$ cat config.mk
export PLATFORM = sky130hd
export DESIGN_NAME = debugTop
export DESIGN_NICKNAME = d
export VERILOG_FILES = /design/src/debugPkg.sv /design/src/msgIf.sv /design/src/cmdHandler.sv /design/src/debugTop.sv /design/src/msgFifo.sv /design/src/msgSender.sv /design/src/serialRx.sv /design/src/serialTx.sv
export VERILOG_INCLUDE_DIRS = /design/src
export SDC_FILE = /design/constraint.sdc
export NUM_CORES = 1
export LEC_CHECK = 0
export ABC_AREA = 1
export BUFFER_PORTS_ARGS = -buffer_cell sky130_fd_sc_hd__buf_2
export CORE_UTILIZATION = 25
export DETAILED_ROUTE_END_ITERATION = 16
export SLEW_MARGIN = 20
export SYNTH_ARGS = -nofsm -noshare
export SYNTH_HDL_FRONTEND = slang
export SYNTH_SLANG_ARGS = --single-unit
$ cat constraint.sdc
create_clock -name clk -period 12 [get_ports clk]
set_input_delay 0.6 -clock clk [delete_from_list [all_inputs] [get_ports clk]]
set_output_delay 0.6 -clock clk [all_outputs]
set_load 0.02 [all_outputs]
$ cat src/debug_consts.svh
`ifndef DEBUG_CONSTS_SVH
`define DEBUG_CONSTS_SVH

// Largest payload kept per message, longer payloads are truncated
`define DEBUG_MAX_PAYLOAD 5

// Incoming queue holds whole messages, outgoing queue holds bytes
`define DEBUG_IN_DEPTH 4
`define DEBUG_OUT_DEPTH 16

// Flops between the serial pins and the clk domain logic
`define DEBUG_SYNC_STAGES 2

// Message types
`define MSG_TYPE_NOP 8'h00
`define MSG_TYPE_SET_LED 8'h01
`define MSG_TYPE_ECHO 8'h02

`endif

$ cat src/debugPkg.sv
`default_nettype none
`include "debug_consts.svh"

package debugPkg;

    // One byte on the serial link
    typedef logic [7:0] byte_t;
    typedef logic [7:0] msgType_t;
    // Length field as received, may exceed what is stored
    typedef logic [7:0] payloadLen_t;
    // Payload byte 0 sits in the low bits
    typedef logic [`DEBUG_MAX_PAYLOAD*8-1:0] payload_t;
    // Incoming queue word laid out as {payload, stored length, type}
    typedef logic [$bits(payload_t)+15:0] msgFrame_t;

    typedef enum logic [2:0] {
        rxIdle,
        rxType,
        rxLen,
        rxPayload,
        rxPush
    } rxState_t;

    typedef enum logic [1:0] {
        sendIdle,
        sendType,
        sendLen,
        sendPayload
    } sendState_t;

    typedef enum logic {
        cmdWait,
        cmdReply
    } cmdState_t;

endpackage

`default_nettype wire

$ cat src/msgIf.sv
`timescale 1ns/1ps
`default_nettype none

// Reply message from the command handler to the byte sequencer
interface msgIf import debugPkg::*; ();

    logic valid;
    logic ready;
    msgType_t msgType;
    payloadLen_t payloadLen;
    payload_t payload;

    // Command side, holds the fields while stalled
    modport source (
        output valid,
        output msgType,
        output payloadLen,
        output payload,
        input ready
    );

    // Sequencer side
    modport sink (
        input valid,
        input msgType,
        input payloadLen,
        input payload,
        output ready
    );

endinterface

`default_nettype wire

$ cat src/cmdHandler.sv
`timescale 1ns/1ps
`default_nettype none
`include "debug_consts.svh"

module cmdHandler import debugPkg::*; (
    input  logic      clk,
    input  logic      arstN,
    input  msgFrame_t popData,
    input  logic      empty,
    output logic      popReady,
    msgIf.source      reply,
    output logic      led0
);

    cmdState_t state;
    msgType_t inType;
    payloadLen_t inLen;
    payload_t inPayload;

    assign inType = popData[7:0];
    assign inLen = popData[15:8];
    assign inPayload = popData[$bits(msgFrame_t)-1:16];

    // Pop the head message as soon as one is waiting
    assign popReady = (state == cmdWait) && !empty;
    assign reply.valid = (state == cmdReply);

    always_ff @(posedge clk or negedge arstN) begin
        if (!arstN) begin
            state <= cmdWait;
            led0 <= 1'b0;
        end else begin
            case (state)
                cmdWait: begin
                    if (!empty) begin
                        if (inType == `MSG_TYPE_SET_LED) begin
                            led0 <= inPayload[0];
                        end
                        state <= cmdReply;
                    end
                end
                cmdReply: begin
                    if (reply.ready) begin
                        state <= cmdWait;
                    end
                end
                default: state <= cmdWait;
            endcase
        end
    end

    // Reply fields, held until the sequencer takes them
    always_ff @(posedge clk) begin
        if (popReady) begin
            reply.msgType <= inType;
            case (inType)
                `MSG_TYPE_SET_LED: begin
                    reply.payloadLen <= 8'd1;
                    reply.payload <= payload_t'(inPayload[0]);
                end
                `MSG_TYPE_ECHO: begin
                    reply.payloadLen <= inLen;
                    reply.payload <= inPayload;
                end
                // Unknown types are acknowledged with an empty payload
                default: begin
                    reply.payloadLen <= '0;
                    reply.payload <= '0;
                end
            endcase
        end
    end

endmodule

`default_nettype wire

$ cat src/debugTop.sv
`timescale 1ns/1ps
`default_nettype none
`include "debug_consts.svh"

module debugTop import debugPkg::*; (
    input  logic clk,
    input  logic arstN,
    input  logic debugClk,
    input  logic debugCs,
    input  logic debugDi,
    output logic debugDo,
    output logic led0
);

    logic bitTick;
    logic linkActive;

    // Incoming message queue
    logic inPushValid;
    msgFrame_t inPushData;
    logic inFull;
    logic inPopReady;
    msgFrame_t inPopData;
    logic inEmpty;

    // Outgoing byte queue
    logic outPushValid;
    byte_t outPushData;
    logic outFull;
    logic outPopReady;
    byte_t outPopData;
    logic outEmpty;

    msgIf replyBus ();

    // ==================================================================
    // Receive path
    // ==================================================================
    serialRx rxUnit (
        .clk        (clk),
        .arstN      (arstN),
        .debugClk   (debugClk),
        .debugCs    (debugCs),
        .debugDi    (debugDi),
        .bitTick    (bitTick),
        .linkActive (linkActive),
        .pushValid  (inPushValid),
        .pushData   (inPushData),
        .full       (inFull)
    );

    msgFifo #(
        .DATA_WIDTH ($bits(msgFrame_t)),
        .DEPTH      (`DEBUG_IN_DEPTH)
    ) inQueue (
        .clk       (clk),
        .arstN     (arstN),
        .pushValid (inPushValid),
        .pushData  (inPushData),
        .full      (inFull),
        .popReady  (inPopReady),
        .popData   (inPopData),
        .empty     (inEmpty)
    );

    cmdHandler cmdUnit (
        .clk      (clk),
        .arstN    (arstN),
        .popData  (inPopData),
        .empty    (inEmpty),
        .popReady (inPopReady),
        .reply    (replyBus.source),
        .led0     (led0)
    );

    // ==================================================================
    // Transmit path
    // ==================================================================
    msgSender senderUnit (
        .clk       (clk),
        .arstN     (arstN),
        .req       (replyBus.sink),
        .pushValid (outPushValid),
        .pushData  (outPushData),
        .full      (outFull)
    );

    msgFifo #(
        .DATA_WIDTH ($bits(byte_t)),
        .DEPTH      (`DEBUG_OUT_DEPTH)
    ) outQueue (
        .clk       (clk),
        .arstN     (arstN),
        .pushValid (outPushValid),
        .pushData  (outPushData),
        .full      (outFull),
        .popReady  (outPopReady),
        .popData   (outPopData),
        .empty     (outEmpty)
    );

    serialTx txUnit (
        .clk        (clk),
        .arstN      (arstN),
        .bitTick    (bitTick),
        .linkActive (linkActive),
        .popData    (outPopData),
        .empty      (outEmpty),
        .popReady   (outPopReady),
        .debugDo    (debugDo)
    );

endmodule

`default_nettype wire

$ cat src/msgFifo.sv
`timescale 1ns/1ps
`default_nettype none

module msgFifo #(
    parameter int DATA_WIDTH = 8,
    parameter int DEPTH = 16
) (
    input  logic                  clk,
    input  logic                  arstN,
    input  logic                  pushValid,
    input  logic [DATA_WIDTH-1:0] pushData,
    output logic                  full,
    input  logic                  popReady,
    output logic [DATA_WIDTH-1:0] popData,
    output logic                  empty
);

    localparam int PTR_WIDTH = (DEPTH > 1) ? $clog2(DEPTH) : 1;
    localparam int CNT_WIDTH = $clog2(DEPTH + 1);

    logic [DATA_WIDTH-1:0] mem [DEPTH];
    logic [PTR_WIDTH-1:0] wrPtr;
    logic [PTR_WIDTH-1:0] rdPtr;
    logic [CNT_WIDTH-1:0] count;
    logic doPush;
    logic doPop;

    function automatic logic [PTR_WIDTH-1:0] nextPtr(input logic [PTR_WIDTH-1:0] ptr);
        return (ptr == PTR_WIDTH'(DEPTH - 1)) ? '0 : ptr + 1'b1;
    endfunction

    assign full = (count == CNT_WIDTH'(DEPTH));
    assign empty = (count == '0);
    assign doPush = pushValid && !full;
    assign doPop = popReady && !empty;

    // First word fallthrough, the head entry is always on the output
    assign popData = mem[rdPtr];

    always_ff @(posedge clk) begin
        if (doPush) begin
            mem[wrPtr] <= pushData;
        end
    end

    always_ff @(posedge clk or negedge arstN) begin
        if (!arstN) begin
            wrPtr <= '0;
            rdPtr <= '0;
            count <= '0;
        end else begin
            if (doPush) begin
                wrPtr <= nextPtr(wrPtr);
            end
            if (doPop) begin
                rdPtr <= nextPtr(rdPtr);
            end
            case ({doPush, doPop})
                2'b10: count <= count + 1'b1;
                2'b01: count <= count - 1'b1;
                default: ;
            endcase
        end
    end

    // Writer and reader live in other stages and must watch the flags
    noPushWhenFull: assert property (@(posedge clk) disable iff (!arstN)
        pushValid |-> !full);
    noPopWhenEmpty: assert property (@(posedge clk) disable iff (!arstN)
        popReady |-> !empty);

endmodule

`default_nettype wire

$ cat src/msgSender.sv
`timescale 1ns/1ps
`default_nettype none
`include "debug_consts.svh"

module msgSender import debugPkg::*; (
    input  logic  clk,
    input  logic  arstN,
    msgIf.sink    req,
    output logic  pushValid,
    output byte_t pushData,
    input  logic  full
);

    sendState_t state;
    msgType_t typeReg;
    payloadLen_t lenReg;
    payload_t payloadReg;
    logic accept;

    assign req.ready = (state == sendIdle);
    assign accept = req.valid && req.ready;

    // One byte per cycle unless the outgoing queue is full
    assign pushValid = (state != sendIdle) && !full;

    always_comb begin
        case (state)
            sendType: pushData = typeReg;
            sendLen: pushData = lenReg;
            default: pushData = payloadReg[7:0];
        endcase
    end

    // lenReg goes out as the length byte, then counts the payload down
    always_ff @(posedge clk or negedge arstN) begin
        if (!arstN) begin
            state <= sendIdle;
            lenReg <= '0;
        end else begin
            case (state)
                sendIdle: begin
                    if (accept) begin
                        lenReg <= req.payloadLen;
                        state <= sendType;
                    end
                end
                sendType: begin
                    if (!full) begin
                        state <= sendLen;
                    end
                end
                sendLen: begin
                    if (!full) begin
                        state <= (lenReg == '0) ? sendIdle : sendPayload;
                    end
                end
                sendPayload: begin
                    if (!full) begin
                        lenReg <= lenReg - 1'b1;
                        if (lenReg == 8'd1) begin
                            state <= sendIdle;
                        end
                    end
                end
                default: state <= sendIdle;
            endcase
        end
    end

    always_ff @(posedge clk) begin
        if (accept) begin
            typeReg <= req.msgType;
            payloadReg <= req.payload;
        end else if (state == sendPayload && !full) begin
            payloadReg <= payloadReg >> 8;
        end
    end

    // A stalled reply must not change under the sequencer
    holdWhileStalled: assert property (@(posedge clk) disable iff (!arstN)
        req.valid && !req.ready |=> req.valid && $stable(req.msgType) &&
        $stable(req.payloadLen) && $stable(req.payload));

    lenInRange: assert property (@(posedge clk) disable iff (!arstN)
        req.valid |-> req.payloadLen <= `DEBUG_MAX_PAYLOAD);

endmodule

`default_nettype wire

$ cat src/serialRx.sv
`timescale 1ns/1ps
`default_nettype none
`include "debug_consts.svh"

module serialRx import debugPkg::*; (
    input  logic      clk,
    input  logic      arstN,
    input  logic      debugClk,
    input  logic      debugCs,
    input  logic      debugDi,
    output logic      bitTick,
    output logic      linkActive,
    output logic      pushValid,
    output msgFrame_t pushData,
    input  logic      full
);

    localparam int SYNC_MSB = `DEBUG_SYNC_STAGES - 1;

    logic [SYNC_MSB:0] clkSync;
    logic [SYNC_MSB:0] csSync;
    logic [SYNC_MSB:0] diSync;
    logic clkPrev;
    logic [2:0] bitCnt;
    byte_t shiftReg;
    byte_t newByte;
    logic byteDone;
    rxState_t state;
    payloadLen_t lenReg;
    payloadLen_t payCnt;
    msgType_t typeReg;
    payloadLen_t storedLen;
    payload_t payloadReg;

    // ==================================================================
    // Pin synchronizers and edge detect
    // ==================================================================
    always_ff @(posedge clk or negedge arstN) begin
        if (!arstN) begin
            clkSync <= '0;
            csSync <= '0;
            diSync <= '0;
            clkPrev <= 1'b0;
        end else begin
            clkSync <= {clkSync[SYNC_MSB-1:0], debugClk};
            csSync <= {csSync[SYNC_MSB-1:0], debugCs};
            diSync <= {diSync[SYNC_MSB-1:0], debugDi};
            clkPrev <= clkSync[SYNC_MSB];
        end
    end

    // Shared with the transmitter so both directions see the same edges
    assign linkActive = csSync[SYNC_MSB];
    assign bitTick = linkActive && clkSync[SYNC_MSB] && !clkPrev;

    assign newByte = {shiftReg[6:0], diSync[SYNC_MSB]};
    assign byteDone = bitTick && (bitCnt == 3'd7);

    // ==================================================================
    // Byte assembly and message framing
    // ==================================================================
    always_ff @(posedge clk or negedge arstN) begin
        if (!arstN) begin
            bitCnt <= '0;
            shiftReg <= '0;
            state <= rxIdle;
            lenReg <= '0;
            payCnt <= '0;
            pushValid <= 1'b0;
        end else if (!linkActive) begin
            // Chip select low abandons any partial message
            bitCnt <= '0;
            shiftReg <= '0;
            state <= rxIdle;
            pushValid <= 1'b0;
        end else begin
            if (bitTick) begin
                bitCnt <= bitCnt + 1'b1;
                shiftReg <= newByte;
            end
            pushValid <= 1'b0;
            case (state)
                rxIdle: state <= rxType;
                rxType: begin
                    // Nop bytes are skipped at any byte boundary
                    if (byteDone && newByte != `MSG_TYPE_NOP) begin
                        state <= rxLen;
                    end
                end
                rxLen: begin
                    if (byteDone) begin
                        lenReg <= newByte;
                        payCnt <= '0;
                        if (newByte == '0) begin
                            pushValid <= !full;
                            state <= rxPush;
                        end else begin
                            state <= rxPayload;
                        end
                    end
                end
                rxPayload: begin
                    if (byteDone) begin
                        payCnt <= payCnt + 1'b1;
                        if (payCnt + 1'b1 == lenReg) begin
                            pushValid <= !full;
                            state <= rxPush;
                        end
                    end
                end
                rxPush: state <= rxType;
                default: state <= rxIdle;
            endcase
        end
    end

    // Message fields
    always_ff @(posedge clk) begin
        if (byteDone) begin
            case (state)
                rxType: typeReg <= newByte;
                rxLen: begin
                    storedLen <= (newByte > payloadLen_t'(`DEBUG_MAX_PAYLOAD)) ?
                        payloadLen_t'(`DEBUG_MAX_PAYLOAD) : newByte;
                end
                rxPayload: begin
                    // Bytes past the last slot are counted but dropped
                    if (payCnt < `DEBUG_MAX_PAYLOAD) begin
                        payloadReg[{payCnt[2:0], 3'b000} +: 8] <= newByte;
                    end
                end
                default: ;
            endcase
        end
    end

    assign pushData = {payloadReg, storedLen, typeReg};

    // Full is sampled a cycle early, so a pop in between must not matter
    dropWhenFull: assert property (@(posedge clk) disable iff (!arstN)
        full |-> !pushValid);

endmodule

`default_nettype wire

$ cat src/serialTx.sv
`timescale 1ns/1ps
`default_nettype none

module serialTx import debugPkg::*; (
    input  logic  clk,
    input  logic  arstN,
    input  logic  bitTick,
    input  logic  linkActive,
    input  byte_t popData,
    input  logic  empty,
    output logic  popReady,
    output logic  debugDo
);

    logic [2:0] bitCnt;
    logic [6:0] shiftReg;
    logic slotStart;
    byte_t nextByte;

    // First rising edge of each byte slot
    assign slotStart = bitTick && (bitCnt == 3'd0);
    assign popReady = slotStart && !empty;

    // Nothing queued so the slot carries a zero byte
    assign nextByte = empty ? '0 : popData;

    always_ff @(posedge clk or negedge arstN) begin
        if (!arstN) begin
            bitCnt <= '0;
            shiftReg <= '0;
            debugDo <= 1'b0;
        end else if (!linkActive) begin
            bitCnt <= '0;
            shiftReg <= '0;
            debugDo <= 1'b0;
        end else if (bitTick) begin
            bitCnt <= bitCnt + 1'b1;
            if (slotStart) begin
                // MSB goes out right away, the rest waits in the shifter
                debugDo <= nextByte[7];
                shiftReg <= nextByte[6:0];
            end else begin
                debugDo <= shiftReg[6];
                shiftReg <= {shiftReg[5:0], 1'b0};
            end
        end
    end

endmodule

`default_nettype wire
# After elaboration in Yosys (flattened, before gate mapping)
# Memories as Yosys holds them, arrays and structs flattened.
# Index checks and enable logic that the tools add are counted.
[word_totals]
memories = 2
output_inout_bits = 2
register_bits = 240
ram_bits = 352
input_bits = 5
wordCells = 187
[mem_list]
columns = ["name", "depth", "word_bits", "read_ports", "rd_ports_with_merged_regs", "wr", "line_no", "text"]
rows = [
  ["inQueue.mem", 4, 56, 1, 0, 1, "msgFifo.sv:21", "logic [DATA_WIDTH-1:0] mem [DEPTH];"],
  ["outQueue.mem", 16, 8, 1, 0, 1, "msgFifo.sv:21", ""],
]
[op_classes]
reduce_logical = 43
magnitude_cmp = 2
shift = 2
eq_ne = 34
muxes = 58
addsub = 13
bitwise = 2
[ops]
columns = ["op", "count"]
rows = [
  ["$mux 40", 2],
  ["$pmux 40 s2", 1],
  ["$pmux 8 s2", 4],
  ["$bwmux 40", 1],
  ["$mux 8", 5],
  ["$shift 8x8->40 const A", 1],
  ["$shiftx 8x8->40", 1],
  ["$mux 7", 5],
  ["$mux 3", 10],
  ["$eq 8x1->1 const B", 2],
  ["$logic_not 8->1", 2],
  ["$mux 2", 8],
  ["$logic_and 1x1->1", 14],
  ["$mux 1", 14],
  ["$eq 2x2->1 const B", 6],
  ["$ne 3x3->1 const B", 4],
  ["$pmux 3 s4", 1],
  ["$reduce_and 3->1", 4],
  ["$reduce_bool 2->1", 6],
  ["$pmux 5 s2", 1],
  ["$add 3x1->3 const B", 3],
  ["$eq 3x3->1 const B", 3],
  ["$logic_not 3->1", 3],
  ["$add 4x1->4 const B", 2],
  ["other kinds (31)", 51],
]

# Depth between registers and ports, before layout
# Gate-level depths: netlist of run 1.
[depth]
depth_word = 7
depth_mapped = 17
mapped_depth_nobuf = 16

# By module
# Synthesis of run 1 repeated with hierarchy kept, for this count alone.
[hier_totals]
cells_unflattened = 2331
hier_area_um2 = 25861.1
[by_module_without_submodules]
columns = ["module", "cells_per_inst", "area_per_inst_um2", "seq_area_each_um2", "n_inst"]
rows = [
  ["msgFifo at inQueue", 714, 9696.8, 6901.6, 1],
  ["msgFifo at outQueue", 671, 6456.2, 4169.0, 1],
  ["serialRx", 349, 3898.7, 2607.5, 1],
  ["msgSender", 328, 2885.3, 1691.6, 1],
  ["cmdHandler", 183, 2323.5, 1731.7, 1],
  ["serialTx", 86, 600.6, 275.3, 1],
]

# Least setup slack after synthesis of run 1
# Ideal clock, no wire load.
[synth_path]
path_type = "register -> register"
start = "reg inQueue.count[0]"
end = "reg inQueue.count[2]"
period_less_slack_ns = 5.252
n_path_buf = 0
required_ns = 11.869
path_stages_with_launch = 9
setup_slack_ns = 6.748
t_arrival_ns = 5.121
setup_time_ns = 0.131
path_cell_list = "dfrtp_1 inv_1 a31oi_1 ha_1 inv_1 fa_1 a21oi_1 o21ai_0 xor2_1"
[synth_via]
elab_chain_cells = 6
word_cells_on_any_way = 13
classes_between = "add/sub: 2; eq/ne: 3; mux: 1; reduce/logical: 7"
[synth_lines]
columns = ["item", "line_no", "text"]
rows = [
  ["start: declaration", "msgFifo.sv:24", "logic [CNT_WIDTH-1:0] count;"],
  ["start signal: assignment", "msgFifo.sv:59", "2'b10: count <= count + 1'b1;"],
  ["start signal: assignment", "msgFifo.sv:60", "2'b01: count <= count - 1'b1;"],
  ["$logic_not 3->1 *", "msgFifo.sv:33", "assign empty = (count == '0);"],
  ["$logic_not 1->1 *", "cmdHandler.sv:25", "assign popReady = (state == cmdWait) && !empty;"],
  ["$logic_and 1x1->1 *", "cmdHandler.sv:25", ""],
  ["named net cmdUnit.popReady", "cmdHandler.sv:10", "output logic popReady,"],
  ["$logic_and 1x1->1 *", "msgFifo.sv:35", "assign doPop = popReady && !empty;"],
  ["$eq 2x1->1 or $eq 2x2->1 (tied branches)", "msgFifo.sv:58", "case ({doPush, doPop})"],
  ["$pmux 3 s2 or $reduce_bool 2->1 (tied branches)", "-", ""],
]
# Mark *: on every way through the listed nets, which the timed path passes. The rest lies on a longest branch.
# A chain may end at the register's enable or synchronous reset.

# Final worst setup path of run 1
[layout_path]
start = "reg rxUnit.csSync[1]"
end = "reg outQueue.count[4]"
[layout_via]
elab_chain_cells = 7
word_cells_on_any_way = 9
classes_between = "eq/ne: 2; mux: 1; reduce/logical: 6"
[layout_lines]
columns = ["item", "line_no", "text"]
rows = [
  ["start: declaration", "serialRx.sv:21", "logic [SYNC_MSB:0] csSync;"],
  ["start signal: assignment", "serialRx.sv:46", "csSync <= {csSync[SYNC_MSB-1:0], debugCs};"],
  ["$logic_and 1x1->1 * (2 in series)", "serialRx.sv:54", "assign bitTick = linkActive && clkSync[SYNC_MSB] && !clkPrev;"],
  ["$logic_and 1x1->1 *", "serialTx.sv:21", "assign slotStart = bitTick && (bitCnt == 3'd0);"],
  ["$logic_and 1x1->1 *", "serialTx.sv:22", "assign popReady = slotStart && !empty;"],
  ["$logic_and 1x1->1 *", "msgFifo.sv:35", ""],
  ["$eq 2x1->1 or $eq 2x2->1 (tied branches)", "msgFifo.sv:58", ""],
  ["$pmux 5 s2 or $reduce_bool 2->1 (tied branches)", "-", ""],
  ["end signal: assignment", "msgFifo.sv:59", ""],
  ["end signal: assignment", "msgFifo.sv:60", ""],
  ["end: declaration", "msgFifo.sv:24", ""],
]
# Every way passes the cells marked *; elsewhere a longest branch is shown, timed or not.

==> metrics.md, run 1 <==
| Metric | Value |
|---|---|
| Slew @ Worst Pin | `1.094 ns` |
| Hold Path End | `rxUnit.diSync[0]$_DFF_PN0_` |
| R2r startpoint | `rxUnit.csSync[1]$_DFF_PN0_` |
| Setup Fix Bufs, Post-CTS | `0` |
| Initial drt markers | `between 900 and 1000` |
| Post-synth top area share | `between 60% and 70%` |
| Largest net degree at the start of global routing | `around 110` |
| Largest area contributor in the netlist | `edfxtp_1` |
| H-tree depth | `2` |
| Final #Nets | `~2000` |
| Worst-skew pair later-pin latency | `approximately 0.62 ns` |
| Clock tree buffer depth | `3` |
| Synth top area cells | `edfxtp_1, dfrtp_1, nor2_1` |
| First-pass GRT wire length | `78890 um` |
| Die Y | `309.5 um` |
| CTS tree | `yes` |
| Post-synthesis cell area | `around 24000 um^2` |
| Library cells used by synthesis | `46` |
| Drt total wl | `about 50000 um` |
| Die X | `roughly 310 um` |
| Crit Path Max Fanout | `16` |
| First-pass iteration count of the detailed router | `5` |
| Ports | `7` |
| CP Class | `reg2reg` |
| Min-delay src | `debugDi` |
| Total grt overflow | `0` |
| Die area | `between 90000 and 100000 um^2` |
| Arr. time, crit path | `approximately 4.2 ns` |
| Top cells by count, synth | `edfxtp_1, nor2_1, nand2_1` |
| Internal reg-to-reg setup slack | `around 8.3 ns` |
| Share of layout cells above drive strength 1 | `under 10%` |
| Fmax | `approximately 270 MHz` |
| IO Port Bufs | `6` |
| Setup Viol. Count Final | `0` |
| Crit path top cell by count | `nor2_1` |
| Via Count | `about 14000` |
| Final Max Tran Viols | `0` |
| Lkg Pwr | `9.041 nW` |
| Setup crit start | `rxUnit.csSync[1]$_DFF_PN0_` |
| Starting Density | `between 20% and 30%` |
| Int Power | `roughly 4.3 mW` |
| CP max stage delay | `about 0.73 ns` |
| CP max-delay cell | `nor2_1` |
| Fin Hold WS | `just under 0.1 ns` |
| Syn avg cell area | `12.24 um^2` |
| Post-DRT Antenna Nets | `0` |
| Syn. warnings | `0` |
| Peak supply drop | `around 0.00013 V` |
| Clock Sinks | `~590` |
| Worst slew margin | `a little over a quarter` |
| Total negative slack | `0 ns` |
| Clk_skew | `approximately 0.022 ns` |
| Antenna violations before repair | `0` |
| Clock share of power | `between 20% and 30%` |
| EDFF count, synth | `approximately 510` |
| GP Congestion | `between 0.7 and 0.8` |
| Register area share after synthesis | `about three quarters` |
| Power Dens Cells | `between 200 and 250 nW/um^2` |
| Max cap viols | `0` |
| Syn-to-layout area delta | `14.10%` |
| Worst R2R End | `outQueue.count[4]$_DFFE_PN0P_` |
| Endpoint class of the critical path | `register` |
| GRT Total Usage | `a little over a tenth` |
| Switching Share | `between 30% and 40%` |
| RSZ-0062 raised after global routing | `false` |
| Critical path, cell by cell | `inv_2 > nor2_2 > nand3_2 > nor2_1 > ha_1 > inv_1 > fa_1 > inv_1 > a21oi_1 > nor2_1 > nor2_1 > nand2_1 > nand2_1 > nor2_1 > xor2_1` |
| Combinational share of power | `between 20% and 30%` |
| Worst-path clk slew | `roughly 0.070 ns` |
| FFs w/ async S/R, synth | `13.51%` |
| P_sw | `roughly 2.1 mW` |
| Req. time, crit path | `12.54 ns` |
| Post-DR wirelength/cell | `15.57 um` |
| Cells on worst reg2reg path | `15` |
| Core area | `~93000 um^2` |
| Post-DP HPWL | `roughly 29000 um` |
| Final Hold Viols | `0` |
| Final min period | `3.660 ns` |
| Num CTS Buffers | `57` |
| Run status | `completed` |
| Number of core rows | `about 110` |
| Fin crit share | `30.50%` |
| Worst Setup Start Kind | `register` |
| Vias in the first global route | `13720` |
| Number of synthesized register bits | `approximately 600` |
| Syn Inst Count | `1932` |
| Antenna cells | `0` |
| Vias/cell | `~4.3` |
| DR DRC count | `0` |
| Clk root buf | `clkbuf_16` |
| Count leader, synth | `edfxtp_1` |
| Ys flop type | `edfxtp_1` |
| Tightest Hold Check Type | `in2reg` |
| Hold path depth | `1` |
| Flop pwr share | `46.4%` |
routing by layer:
metal | wire, um | global-route usage, % | part of all wire [%] | vias up
met5 | 0 | 0 | 0 | -
met1 | 22290 | 13.50 | 44 | 6831
met4 | 1360 | 3.857 | 2.7 | 0
met2 | 24390 | 18.08 | 48 | 324
met3 | 2430 | 1.564 | 4.8 | 85
li1 | - | - | - | 6796
state kept, by name, summed over array words and instances (netlist names), 4 cells and up:
signal and count:
cmdUnit.reply.payload 40, cmdUnit.reply.payloadLen 8, senderUnit.typeReg 8, rxUnit.storedLen 8, outQueue.count 5, outQueue.wrPtr 4, senderUnit.lenReg 8, rxUnit.shiftReg 7
rxUnit.typeReg 8, outQueue.mem 128, rxUnit.payloadReg 40, txUnit.shiftReg 7, senderUnit.payloadReg 40, inQueue.mem 224, outQueue.rdPtr 4, rxUnit.lenReg 8
cmdUnit.reply.msgType 8, rxUnit.payCnt 8
metrics by stage:
step                      total power, mW  setup WS [ns]  utilization [%]  instances  area (um^2)
after global placement              4.658          8.476            26.88       3136        25120
after detailed placement            4.683          8.353            26.88       3136        25120
after floorplan                     4.072          6.748                -       1936        23650
after CTS                           6.461          8.357            28.86       3241        26970
final                               6.397          8.340            28.86       3241        26970
after global routing                6.736          8.035            28.86       3241        26970
timing repair:
action / CTS / global route
hold endpoints to repair: 37 / 0
gates resized for setup: 0 / 0
hold buffers: 1 / 0
cells by family (layout without fill, tap and decap cells):
group,Yosys count,after routing,synth area share [%]
compound gates,359,359,8.352
xor+xnor,8,8,0.2964
fa+ha+maj,34,34,1.863
buf+inv,198,249,3.425
flops,592,592,73.51
other cells,1,5,0.01586
simple gates,740,740,12.54
power by group through the flow:
stage | Combinational (mW) | Clock, mW | Sequential [mW]
after floorplan | 1.12 | 0 | 2.95
after global placement | 1.65 | 0 | 3.01
after detailed placement | 1.67 | 0 | 3.01
after CTS | 1.68 | 1.81 | 2.97
after global routing | 1.85 | 1.88 | 3.00
final | 1.65 | 1.78 | 2.97
area by class of cell:
cell class / instances / area (um^2)
Inverter: 113 / 424.2
Fill cell: 9418 / 66500
Clock buffer: 67 / 1464
Multi-Input combinational cell: 1146 / 5527
Timing Repair Buffer: 32 / 230.2
Sequential cell: 592 / 17380
Tap cell: 1254 / 1569
Clock inverter: 37 / 375.4
worst max-delay path by stage:
stage / to / slack [ns]
6_report: outQueue.count[4]$_DFFE_PN0P_ / 8.34
2_1_floorplan: inQueue.count[2]$_DFFE_PN0P_ / 6.75
3_5_place_dp: outQueue.count[4]$_DFFE_PN0P_ / 8.35
4_1_cts: outQueue.count[4]$_DFFE_PN0P_ / 8.36
5_1_grt: outQueue.count[4]$_DFFE_PN0P_ / 8.03
3_3_place_gp: outQueue.count[4]$_DFFE_PN0P_ / 8.48
critical path: cells and delay by family (launching register included):
family	cells	cell delay [ns]
AO/OA/AOI/OAI	1	0.07
XOR/XNOR	1	0.15
AND/OR/NAND/NOR	8	1.87
adder cells (fa/ha/maj)	2	0.80
flip-flops	1	0.43
buffers and inverters	3	0.29
cells in the final DEF (no fill, tap or decap), types with 34 or more instances in the layout:
cell         n
o21ai_0    207
nor2_1     350
o22ai_1     34
edfxtp_1   512
a21oi_1     65
dfrtp_1     78
inv_1      103
clkbuf_16   57
nand2_1    280
nand3_1     55
No activity file was read; power rests on OpenSTA's default activity.
==> run 2: changes to the inputs <==
clock period = 3.25 ns   (was 12 ns; I/O delays follow)
==> run 2 against run 1 <==
Largest cell class unchanged. Core utilization increased by 0.52 points. Clock power increased to 4.0 times the previous value. Register-to-register slack got worse by 7.9 ns.
==> metrics.md, run 2 (synthesis results as in run 1) <==
| Metric | Value |
|---|---|
| Post-DR wirelength/cell | `roughly 15 um` |
| Post-DRT Antenna Nets | `0` |
| Tightest Hold Check Type | `in2async` |
| Total negative slack | `0 ns` |
| CP max stage delay | `0.57 ns` |
| Ports | `7` |
| Final Max Tran Viols | `0` |
| Share of layout cells above drive strength 1 | `slightly below 9%` |
| Worst slew margin | `31.73%` |
| Clock Sinks | `around 590` |
| Via Count | `13990` |
| DR DRC count | `0` |
| Die area | `95790 um^2` |
| Vias in the first global route | `~14000` |
| First-pass GRT wire length | `approximately 79000 um` |
| Lkg Pwr | `between 9 and 10 nW` |
| Antenna cells | `0` |
| IO Port Bufs | `6` |
| Final #Nets | `between 2000 and 2500` |
| Endpoint class of the critical path | `register` |
| RSZ-0062 raised after global routing | `false` |
| Clk root buf | `clkbuf_16` |
| Initial drt markers | `between 1000 and 1500` |
| Worst Setup Start Kind | `register` |
| Core area | `about 93000 um^2` |
| CP Class | `reg2reg` |
| Largest reg by FF count | `inQueue.mem` |
| Post-Layout Cell Count | `around 3300` |
| Largest register FFs | `224` |
| Worst-skew pair later-pin latency | `around 0.63 ns` |
| Peak supply drop | `between 0.0005 and 0.0006 V` |
| Clk_skew | `about 0.027 ns` |
| Req. time, crit path | `3.50 ns` |
| Largest net degree at the start of global routing | `just under 70` |
| Max cap viols | `0` |
| Worst-path clk slew | `~0.06 ns` |
| Syn-to-layout area delta | `16.16%` |
| Slew @ Worst Pin | `~1.0 ns` |
| Fmax | `357.0 MHz` |
| Power Dens Cells | `885.1 nW/um^2` |
| Antenna violations before repair | `0` |
| CTS tree | `yes` |
| Final Hold Viols | `0` |
| Worst setup margin | `~0.45 ns` |
| Post-DP HPWL | `30030 um` |
| CP max-delay cell | `dfrtp_1` |
| Final Util | `29.38%` |
| Internal reg-to-reg setup slack | `between 0.4 and 0.5 ns` |
| Crit Path Max Fanout | `12` |
| Setup Viol. Count Final | `0` |
| CTS resizes | `0` |
| GP Congestion | `between 0.7 and 0.8` |
| Die X | `309.5 um` |
| Run status | `completed` |
| Number of core rows | `about 110` |
| Commonest non-fill, non-tap cell in the layout | `edfxtp_1` |
| Drt total wl | `~50000 um` |
| Num CTS Buffers | `60` |
| Place WS | `0.4739 ns` |
| Filler cells | `approximately 9400` |
| Starting Density | `roughly 25%` |
| Largest regs | `inQueue.mem x224, outQueue.mem x128` |
| Critical path, cell by cell | `inv_1 > ha_1 > ha_1 > inv_1 > nor2_1 > inv_1 > nor2_1 > nand2_1 > nor2_1` |
| Final min period | `around 2.8 ns` |
| Clock tree buffer depth | `3` |
| Setup Fix Bufs, Post-CTS | `0` |
| Most frequent cells in the layout | `edfxtp_1, nor2_1, nand2_1` |
| Vias/cell | `4.274` |
| CTS Hold Bufs | `4` |
| Fin crit share | `86.19%` |
| Total grt overflow | `0` |
| First-pass iteration count of the detailed router | `5` |
| H-tree depth | `2` |
| GRT Total Usage | `10.60%` |
| Die Y | `a little over 300 um` |
| Placed cell count | `approximately 3200` |
| Arr. time, crit path | `about 3 ns` |
==> run 2: final timing paths <==
path                                               from                         endpoint  cells after the start
max                        rxUnit.payCnt[0]$_DFFE_PN0P_  rxUnit.payloadReg[36]$_DFFE_PP_                      9
min                                               arstN    outQueue.rdPtr[3]$_DFFE_PN0P_                      2
max reg2reg                rxUnit.payCnt[0]$_DFFE_PN0P_  rxUnit.payloadReg[36]$_DFFE_PP_                      9
max in group asynchronous                         arstN     rxUnit.payCnt[4]$_DFFE_PN0P_                      3
min reg2reg                  rxUnit.diSync[0]$_DFF_PN0_       rxUnit.diSync[1]$_DFF_PN0_                      0
min in group clk                                debugDi       rxUnit.diSync[0]$_DFF_PN0_                      2
==> run 2: final cells by class <==
class                      instances  area, um^2  share of cell area, %
tap                             1254        1569                  5.714
inverter                         113       424.2                  1.545
sequential                       592       17380                  63.30
multi-input combinational       1146        5527                  20.13
timing repair buffer              57       500.5                  1.823
clock inverter                    35       476.7                  1.736
clock buffer                      76        1582                  5.759
==> run 2: report_power, final <==
| part | switching (mW) | internal [mW] | total, mW |
|---|---|---|---|
| Combinational | 4.47 | 1.71 | 6.18 |
| Clock | 2.89 | 4.26 | 7.15 |
| Sequential | 0.609 | 10.4 | 11.0 |
==> run 2: worst max-delay path, delay by kind of cell, from the launching register on <==
family / cells / cell delay [ns]
adders and majority gates: 2 / 0.54
buffers and inverters: 3 / 0.31
and+or+nand+nor: 4 / 1.02
DFF: 1 / 0.57
==> run 2: layer usage <==
| metal | track usage (%) | routed length (um) |
|---|---|---|
| met4 | 3.189 | 1024 |
| met2 | 18.31 | 24920 |
| met1 | 13.65 | 22510 |
| met3 | 1.585 | 2026 |
| met5 | 0 | 0 |
==> run 2: through the flow <==
stage	cell area [um^2]	total power, mW	hold slack, ns
after floorplan	23670	15.01	-0.1331
after global placement	25360	17.32	0.2735
after detailed placement	25360	17.40	0.2756
after CTS	27460	24.59	0.1818
after global routing	27460	25.66	0.2030
final	27460	24.30	0.1873
